## config.mk

```make
export PLATFORM = sky130hd
export DESIGN_NAME = rtc_calendar
export DESIGN_NICKNAME = d
export VERILOG_FILES = /design/src/rtl/rtc_pkg.sv /design/src/rtl/calendar_if.sv /design/src/rtl/set_if.sv /design/src/rtl/tick_timer.sv /design/src/rtl/set_fsm.sv /design/src/rtl/time_counter.sv /design/src/rtl/day_limit.sv /design/src/rtl/date_counter.sv /design/src/rtl/rtc_calendar.sv
export SDC_FILE = /design/constraint.sdc
export NUM_CORES = 1
export LEC_CHECK = 0
export ABC_AREA = 1
export BUFFER_PORTS_ARGS = -buffer_cell sky130_fd_sc_hd__buf_2
export CELL_PAD_IN_SITES_DETAIL_PLACEMENT = 2
export CELL_PAD_IN_SITES_GLOBAL_PLACEMENT = 2
export CORE_MARGIN = 1.5
export CORE_UTILIZATION = 33
export DETAILED_ROUTE_END_ITERATION = 6
export HOLD_SLACK_MARGIN = 0.06
export MAX_ROUTING_LAYER = met4
export PLACE_DENSITY = 0.8
export REMOVE_ABC_BUFFERS = 1
export SYNTH_ARGS = -nofsm -noshare
export SYNTH_HDL_FRONTEND = slang
export SYNTH_SLANG_ARGS = --single-unit
```

## constraint.sdc

```tcl
create_clock -name clk -period 3.25 [get_ports clk]
set_input_delay 0 -clock clk [delete_from_list [all_inputs] [get_ports clk]]
set_output_delay 0 -clock clk [all_outputs]
set_load 0.02 [all_outputs]
```

## src/rtl/rtc_pkg.sv

```systemverilog
`default_nettype none

package rtc_pkg;

	//////////////////////////////////////////////////////////////////////
	// digit types
	//////////////////////////////////////////////////////////////////////

	typedef logic [3:0] bcd_t;		// single bcd digit
	typedef logic [7:0] bcd_pair_t;	// tens in [7:4], units in [3:0]

	// set field order follows the mode button sequence
	typedef enum logic [2:0] {
		FIELD_RUN,
		FIELD_YEAR,
		FIELD_MONTH,
		FIELD_DAY,
		FIELD_HOUR,
		FIELD_MINUTE
	} set_field_t;

	//////////////////////////////////////////////////////////////////////
	// constants
	//////////////////////////////////////////////////////////////////////

	localparam int TICKS_PER_SECOND = 8;	// clk cycles per second, small for sim
	typedef logic [$clog2(TICKS_PER_SECOND + 1)-1:0] tick_count_t;
	localparam tick_count_t TICK_LAST = tick_count_t'(TICKS_PER_SECOND - 1);

	localparam bcd_pair_t BCD_ZERO    = 8'h00;
	localparam bcd_pair_t BCD_ONE     = 8'h01;
	localparam bcd_pair_t MINSEC_LAST = 8'h59;	// seconds and minutes top out here
	localparam bcd_pair_t HOUR_LAST   = 8'h23;
	localparam bcd_pair_t MONTH_LAST  = 8'h12;
	localparam bcd_pair_t YEAR_LAST   = 8'h99;	// 2099

	localparam bcd_pair_t LAST_DAY_28 = 8'h28;
	localparam bcd_pair_t LAST_DAY_29 = 8'h29;
	localparam bcd_pair_t LAST_DAY_30 = 8'h30;
	localparam bcd_pair_t LAST_DAY_31 = 8'h31;

	// pair plus one, units roll into tens
	// no wrap at 99, the caller picks its own wrap point
	function automatic bcd_pair_t bcd_inc(input bcd_pair_t value);
		bcd_t units;
		bcd_t tens;
		units = value[3:0];
		tens  = value[7:4];
		if (units == 4'd9)
		begin
			units = 4'd0;
			tens  = tens + 4'd1;
		end
		else
			units = units + 4'd1;
		return {tens, units};
	endfunction

	// binary 0..99 for magnitude compares
	function automatic logic [6:0] bcd_to_bin(input bcd_pair_t value);
		return 7'(value[7:4]) * 7'd10 + 7'(value[3:0]);
	endfunction

endpackage

`default_nettype wire

```

## src/rtl/calendar_if.sv

```systemverilog
`default_nettype none

// date digits out of the date counter, day limit back from the lookup
interface calendar_if;
	import rtc_pkg::*;

	bcd_pair_t day;		// 01..31
	bcd_pair_t month;		// 01..12
	bcd_pair_t year;		// 00..99
	bcd_pair_t last_day;	// combinational from month and year

	modport counter (
		output day,
		output month,
		output year,
		input  last_day
	);

	modport limit (
		input  month,
		input  year,
		output last_day
	);

endinterface

`default_nettype wire

```

## src/rtl/set_if.sv

```systemverilog
`default_nettype none

// one-cycle set strobes, never more than one high at a time
interface set_if;

	logic inc_year;
	logic inc_month;
	logic inc_day;
	logic inc_hour;
	logic inc_minute;
	logic clear_seconds;	// on exit from set mode

	modport source (
		output inc_year, inc_month, inc_day,
		output inc_hour, inc_minute,
		output clear_seconds
	);

	modport sink (
		input inc_year, inc_month, inc_day,
		input inc_hour, inc_minute,
		input clear_seconds
	);

endinterface

`default_nettype wire

```

## src/rtl/tick_timer.sv

```systemverilog
`default_nettype none

module tick_timer (
	input  logic clk,
	input  logic reset,
	input  logic running,
	output logic sec_tick
);
	import rtc_pkg::*;

	tick_count_t count;	// cycles into the current second

	//////////////////////////////////////////////////////////////////////
	// prescaler
	//////////////////////////////////////////////////////////////////////

	always_ff @(posedge clk)
	begin
		if (reset || !running)
			count <= '0;	// held at zero in set mode, restarts clean
		else if (count == TICK_LAST)
			count <= '0;
		else
			count <= count + 1'b1;
	end

	// last cycle of the second
	// first tick lands TICKS_PER_SECOND edges after running goes high
	assign sec_tick = running && (count == TICK_LAST);

endmodule

`default_nettype wire

```

## src/rtl/set_fsm.sv

```systemverilog
`default_nettype none

module set_fsm (
	input  logic                clk,
	input  logic                reset,
	input  logic                mode,
	input  logic                inc,
	set_if.source               set,
	output rtc_pkg::set_field_t field,
	output logic                running
);
	import rtc_pkg::*;

	set_field_t field_next;
	logic       inc_take;	// inc that counts this cycle

	// next field on a mode press
	always_comb
	begin
		unique case (field)
			FIELD_RUN:    field_next = FIELD_YEAR;
			FIELD_YEAR:   field_next = FIELD_MONTH;
			FIELD_MONTH:  field_next = FIELD_DAY;	// day after month and year
			FIELD_DAY:    field_next = FIELD_HOUR;
			FIELD_HOUR:   field_next = FIELD_MINUTE;
			FIELD_MINUTE: field_next = FIELD_RUN;
			default:      field_next = FIELD_RUN;
		endcase
	end

	// mode wins over inc, keeps clear_seconds and inc_minute apart
	assign inc_take = inc && !mode;

	always_ff @(posedge clk)
	begin
		if (reset)
		begin
			field             <= FIELD_RUN;
			set.inc_year      <= 1'b0;
			set.inc_month     <= 1'b0;
			set.inc_day       <= 1'b0;
			set.inc_hour      <= 1'b0;
			set.inc_minute    <= 1'b0;
			set.clear_seconds <= 1'b0;
		end
		else
		begin
			if (mode)
				field <= field_next;
			// inc in RUN falls through to nothing
			set.inc_year      <= inc_take && (field == FIELD_YEAR);
			set.inc_month     <= inc_take && (field == FIELD_MONTH);
			set.inc_day       <= inc_take && (field == FIELD_DAY);
			set.inc_hour      <= inc_take && (field == FIELD_HOUR);
			set.inc_minute    <= inc_take && (field == FIELD_MINUTE);
			set.clear_seconds <= mode && (field == FIELD_MINUTE);	// back to RUN
		end
	end

	assign running = (field == FIELD_RUN);	// clock stopped in any set field

	// counters rely on a single strobe per cycle
	assert property (@(posedge clk) disable iff (reset)
		$onehot0({set.inc_year, set.inc_month, set.inc_day,
			set.inc_hour, set.inc_minute, set.clear_seconds}));

endmodule

`default_nettype wire

```

## src/rtl/time_counter.sv

```systemverilog
`default_nettype none

module time_counter (
	input  logic               clk,
	input  logic               reset,
	input  logic               sec_tick,
	set_if.sink                set,
	output rtc_pkg::bcd_pair_t seconds,
	output rtc_pkg::bcd_pair_t minutes,
	output rtc_pkg::bcd_pair_t hours,
	output logic               day_carry
);
	import rtc_pkg::*;

	logic sec_wrap;	// at 59
	logic min_wrap;	// at 59
	logic hour_wrap;	// at 23

	assign sec_wrap  = (seconds == MINSEC_LAST);
	assign min_wrap  = (minutes == MINSEC_LAST);
	assign hour_wrap = (hours == HOUR_LAST);

	// 23:59:59 plus one second, same cycle as the tick
	assign day_carry = sec_tick && sec_wrap && min_wrap && hour_wrap;

	//////////////////////////////////////////////////////////////////////
	// seconds, minutes, hours chain
	//////////////////////////////////////////////////////////////////////

	always_ff @(posedge clk)
	begin
		if (reset)
		begin
			seconds <= BCD_ZERO;
			minutes <= BCD_ZERO;
			hours   <= BCD_ZERO;
		end
		else if (set.clear_seconds)
			seconds <= BCD_ZERO;	// leaving set mode
		else if (set.inc_minute)
			minutes <= min_wrap ? BCD_ZERO : bcd_inc(minutes);	// no carry into hours
		else if (set.inc_hour)
			hours <= hour_wrap ? BCD_ZERO : bcd_inc(hours);
		else if (sec_tick)
		begin
			seconds <= sec_wrap ? BCD_ZERO : bcd_inc(seconds);
			if (sec_wrap)
			begin
				minutes <= min_wrap ? BCD_ZERO : bcd_inc(minutes);
				if (min_wrap)
					hours <= hour_wrap ? BCD_ZERO : bcd_inc(hours);
			end
		end
	end

	// all six digits stay decimal
	assert property (@(posedge clk) disable iff (reset)
		(seconds[3:0] < 4'd10) && (seconds[7:4] < 4'd10) &&
		(minutes[3:0] < 4'd10) && (minutes[7:4] < 4'd10) &&
		(hours[3:0] < 4'd10) && (hours[7:4] < 4'd10));

endmodule

`default_nettype wire

```

## src/rtl/day_limit.sv

```systemverilog
`default_nettype none

module day_limit (
	calendar_if.limit cal
);
	import rtc_pkg::*;

	logic [6:0] year_bin;	// 0..99
	logic       leap_year;

	assign year_bin = bcd_to_bin(cal.year);

	// every fourth year is leap inside 2000..2099
	// 2000 itself is leap so the century rule never applies
	assign leap_year = (year_bin[1:0] == 2'b00);

	//////////////////////////////////////////////////////////////////////
	// month decode straight on the bcd code
	//////////////////////////////////////////////////////////////////////

	always_comb
	begin
		case (cal.month)
			8'h01, 8'h03, 8'h05, 8'h07,
			8'h08, 8'h10, 8'h12:
				cal.last_day = LAST_DAY_31;
			8'h04, 8'h06, 8'h09, 8'h11:
				cal.last_day = LAST_DAY_30;
			8'h02:
				cal.last_day = leap_year ? LAST_DAY_29 : LAST_DAY_28;	// feb
			default:
				cal.last_day = BCD_ZERO;	// not a month
		endcase
	end

endmodule

`default_nettype wire

```

## src/rtl/date_counter.sv

```systemverilog
`default_nettype none

module date_counter (
	input  logic        clk,
	input  logic        reset,
	input  logic        day_carry,
	set_if.sink         set,
	calendar_if.counter cal
);
	import rtc_pkg::*;

	logic [6:0] day_bin;		// compare values
	logic [6:0] last_bin;
	logic       day_end;		// at or past the month end
	logic       day_over;	// past it, clamp pending
	logic       month_wrap;
	logic       year_wrap;

	assign day_bin    = bcd_to_bin(cal.day);
	assign last_bin   = bcd_to_bin(cal.last_day);
	assign day_end    = (day_bin >= last_bin);
	assign day_over   = (day_bin > last_bin);
	assign month_wrap = (cal.month == MONTH_LAST);
	assign year_wrap  = (cal.year == YEAR_LAST);

	//////////////////////////////////////////////////////////////////////
	// day, month, year
	//////////////////////////////////////////////////////////////////////

	always_ff @(posedge clk)
	begin
		if (reset)
		begin
			cal.day   <= BCD_ONE;	// 01/01/00
			cal.month <= BCD_ONE;
			cal.year  <= BCD_ZERO;
		end
		else if (set.inc_year)
			cal.year <= year_wrap ? BCD_ZERO : bcd_inc(cal.year);
		else if (set.inc_month)
			cal.month <= month_wrap ? BCD_ONE : bcd_inc(cal.month);
		else if (set.inc_day)
			cal.day <= day_end ? BCD_ONE : bcd_inc(cal.day);	// wraps at last_day
		else if (day_carry)
		begin
			// midnight, lands on the same edge as 00:00:00
			if (day_end)
			begin
				cal.day <= BCD_ONE;
				if (month_wrap)
				begin
					cal.month <= BCD_ONE;
					cal.year  <= year_wrap ? BCD_ZERO : bcd_inc(cal.year);	// 99 to 00
				end
				else
					cal.month <= bcd_inc(cal.month);
			end
			else
				cal.day <= bcd_inc(cal.day);
		end
		else if (day_over)
			cal.day <= cal.last_day;	// month or year set left day too high
	end

	// day only above the limit right after a month or year strobe
	assert property (@(posedge clk) disable iff (reset)
		(cal.day != BCD_ZERO) &&
		(!day_over || $past(set.inc_month || set.inc_year)));

endmodule

`default_nettype wire

```

## src/rtl/rtc_calendar.sv

```systemverilog
`default_nettype none

module rtc_calendar (
	input  logic                clk,
	input  logic                reset,
	input  logic                mode,	// one pulse per press
	input  logic                inc,
	output rtc_pkg::bcd_pair_t  seconds,
	output rtc_pkg::bcd_pair_t  minutes,
	output rtc_pkg::bcd_pair_t  hours,
	output rtc_pkg::bcd_pair_t  day,
	output rtc_pkg::bcd_pair_t  month,
	output rtc_pkg::bcd_pair_t  year,
	output rtc_pkg::set_field_t field,
	output logic                sec_tick
);

	logic running;	// low while a field is being set
	logic day_carry;	// midnight

	calendar_if cal_if ();
	set_if      set_bus ();

	tick_timer tick_timer_i (
		.clk      (clk),
		.reset    (reset),
		.running  (running),
		.sec_tick (sec_tick)
	);

	set_fsm set_fsm_i (
		.clk     (clk),
		.reset   (reset),
		.mode    (mode),
		.inc     (inc),
		.set     (set_bus.source),
		.field   (field),
		.running (running)
	);

	time_counter time_counter_i (
		.clk       (clk),
		.reset     (reset),
		.sec_tick  (sec_tick),
		.set       (set_bus.sink),
		.seconds   (seconds),
		.minutes   (minutes),
		.hours     (hours),
		.day_carry (day_carry)
	);

	date_counter date_counter_i (
		.clk       (clk),
		.reset     (reset),
		.day_carry (day_carry),
		.set       (set_bus.sink),
		.cal       (cal_if.counter)
	);

	day_limit day_limit_i (
		.cal (cal_if.limit)	// month end for the clamp and rollover
	);

	assign day   = cal_if.day;
	assign month = cal_if.month;
	assign year  = cal_if.year;

endmodule

`default_nettype wire

```

==> metrics <==
outcome=finished, final reports clean; clock buffer depth=2; final setup violation count=0; maxcap violations=0; Die H=113 µm; drt first pass iters=4; largest family of logic cells by synthesized area=simple AND/OR/NAND/NOR gates; top_reg_cell synth=dfxtp_1; # fillers=1335; Worst R2R End=date_counter_i.cal.day[7]; DRT Wirelength=12700 µm; worst setup path endpoint=date_counter_i.cal.day[7]; actual slew at the worst max-slew pin=717 ps; Max Slew Vio Count=0; row count=39; drt drc=0; top cells by area, synth=dfxtp_1 31%, ha_1 12%, nand2_1 8.6%, nand3_1 6.7%, inv_1 6.1%; aggregate global routing overflow=0; Setup Crit Path Kind=register to register; Reg area=0.00123 mm²; EDFF count, synth=0; R2R setup slack=70 ps; CP Max Fanout=5; Design Area, Final=0.00487 mm²; GP Congestion=0.779; Starting Density=34.4%; Yosys cell types=45; Netlist Area Pre-Place=0.00398 mm²; Min Hold Slack=84.8 ps; Post-Synth Simple-Gate Area=35.3%; worst min path class=input port to register; hpwl dp=9290 µm; post-route setup slack=70.1 ps; final net count=649; Core Region=0.0116 mm²; Fin. Hold Viols=0; Placed Instances=733; XOR/XNOR share of the synthesized area=5.07%; area taken by multi-input logic gates=0.00252 mm²; pre-CTS setup slack=-78.9 ps; First DRT Iteration DRCs=113; first-pass GRT wire length=20700 µm; WP data arrival=3450 ps; Register-to-Register Path Depth=21; Pleak=0.00227 µW; Synth Area in Compound Gates=8.56%; Final Skew=5.93 ps; synthesized area per cell=7.42 µm²; most frequent CP cell=nand2_1; Yosys warning count=0; clk slew on worst S/H paths=60 ps; DIE WIDTH=113 µm; Crit path largest cell delay=490 ps; GR Util All Layers=21.0%; Reg-to-Reg Start=date_counter_i.cal.month[7]; initial antenna violation count=0; slowest CP cell=dfxtp_1; Finished Layout Cells=754; TritonCTS clock tree=yes; Inserted Clock Buffers=9; number of global-route vias before repair=4192; startpoint class of the critical path=register; IO buf count=55; P&R area growth vs syn=22.4%; largest net degree at the start of global routing=25; clk_lat worst skew=330 ps; CTS Root Cell=clkbuf_16; Routed Antenna Nets=0; Crit path required time=3520 ps; post-synth top area cell=dfxtp_1; routed len/inst=16.8 µm; io pins=56; synthesized-area fraction occupied by adder cells=12.6%; drt via density=5.09; share of cells above drive strength 1=22.6%; worst-path cell chain=nor2_1, nand2_1, inv_1, nand3_1, nand3_2, ha_2, ha_1, inv_1, ha_1, nand2_1, nand2_1, a21oi_2, nand2_2, nor2_4, nand2_4, buf_4, a21oi_1, nand2_1, nand2_1, nand2_1, nor2_1; fin crit period=3180 ps; Period Utilization, post-route=97.8%; top-count cell post-synth=nand2_1; post-synthesis sequential area ratio=30.7%; Crit. Startpoint=date_counter_i.cal.month[7]; top-area cell type share of the netlist area=30.7%; full die area=0.0127 mm²; Worst slew margin=51.9%; Power Dens Cells=634 mW/mm²; via count=3840; ANT cells=0; H-tree depth=3; clock sink total=61; Post-Syn Instances=536; Synth Register Bits=61; Setup crit end kind=register; Placed Area=0.00443 mm²; maximum vdd ir drop=0.000282 V; Max Clock Freq=0.314 GHz; setup TNS=0 ps; fraction of registers with async set/reset=0%; post-synthesis mux area share=0%; most instantiated cells after synthesis=91 x nand2_1, 65 x inv_1, 64 x nor2_1
-- repair_timing --
| item | 4_1_cts | 5_1_grt |
|---|---|---|
| hold endpoints to repair | 4 | 0 |
| hold buffers | 1 | 0 |
| endpoints found under the setup margin | 10 | 24 |
| setup buffers | 1 | 3 |
| pin swaps | 0 | 8 |
| resized for setup | 4 | 21 |
-- state kept, by name, summed over array words and instances (netlist names) --
name / count
set_fsm_i.set.inc_month: 1
set_fsm_i.set.inc_year: 1
time_counter_i.seconds: 8
time_counter_i.minutes: 8
set_fsm_i.set.inc_hour: 1
set_fsm_i.set.inc_day: 1
date_counter_i.cal.month: 8
set_fsm_i.set.clear_seconds: 1
set_fsm_i.set.inc_minute: 1
time_counter_i.hours: 8
date_counter_i.cal.year: 8
tick_timer_i.count: 4
date_counter_i.cal.day: 8
set_fsm_i.field: 3
-- per-stage QoR --
step | util, % | power (µW)
2_1_floorplan | - | 1620
3_3_place_gp | 38.3 | 1920
3_5_place_dp | 38.3 | 1980
4_1_cts | 41.3 | 3030
5_1_grt | 42.1 | 3310
6_report | 42.1 | 3090
-- worst min path at each step --
stage,startpoint,endpoint,slack (ps),cells past startpoint
floorplan,reset,date_counter_i.cal.day[4],70,1
global placement,mode,set_fsm_i.field[0],270,2
detailed placement,mode,set_fsm_i.field[0],290,2
CTS,inc,set_fsm_i.set.inc_day,80,3
global route,inc,set_fsm_i.set.inc_hour,100,3
finish,inc,set_fsm_i.set.inc_day,80,3
-- final cells by class --
cell class	count	area share, %
multi-input cells	396	51.7
clock inverters	3	0.874
flip-flops and latches	61	25.3
clock buffers	13	5.55
inverters	73	5.63
well taps	143	3.68
repair buffers	65	7.25
-- worst max-delay path: cells and delay by family (launching register included) --
family	cells	cell delay (ps)
DFF	1	490
buffers and inverters	3	280
adders and majority gates	3	760
and+or+nand+nor	13	1290
AOI/OAI and AO/OA	2	310
-- cell families (layout without fill, tap and decap cells) --
family	Yosys count	count (layout)
buf+inv	79	154
flops	61	61
xor+xnor	23	23
fa+ha+maj	39	39
compound gates	59	59
simple gates	275	275
-- per-layer routing --
metal / GRT usage (%) / wire length, µm / vias to the layer above
met5: - / 0 / -
met4: 6.33 / 143 / 0
met3: 2.89 / 275 / 12
met2: 38.9 / 6950 / 42
met1: 23.4 / 5310 / 1900
li1: - / - / 1886
-- power by group --
| group | internal [µW] | switching, µW | leakage (µW) |
|---|---|---|---|
| logic | 443 | 759 | 0.00162 |
| clock network | 655 | 350 | 0.000152 |
| registers | 804 | 76.0 | 0.000496 |
-- placed cells by master (no fill, tap or decap), drive strengths merged --
cell	synthesis	routed
o211ai	1	1
nand4	12	12
a21oi	31	31
buf	2	64
a211oi	5	5
clkinv	2	3
dfxtp	61	61
or2	7	7
inv	71	71
ha	37	37
o31ai	1	1
a22oi	1	1
nand3b	7	7
nor2	73	73
clkbuf	4	13
bufinv	0	1
a31oi	1	1
xnor2	7	7
nor3	8	8
nor4	2	2
o21bai	1	1
dlygate4sd3	0	1
nand2	106	106
fa	2	2
o21ai	17	17
nor3b	6	6
xor2	16	16
clkinvlp	0	1
nand3	54	54
o21a	1	1
(Power assumes the default switching activity.)
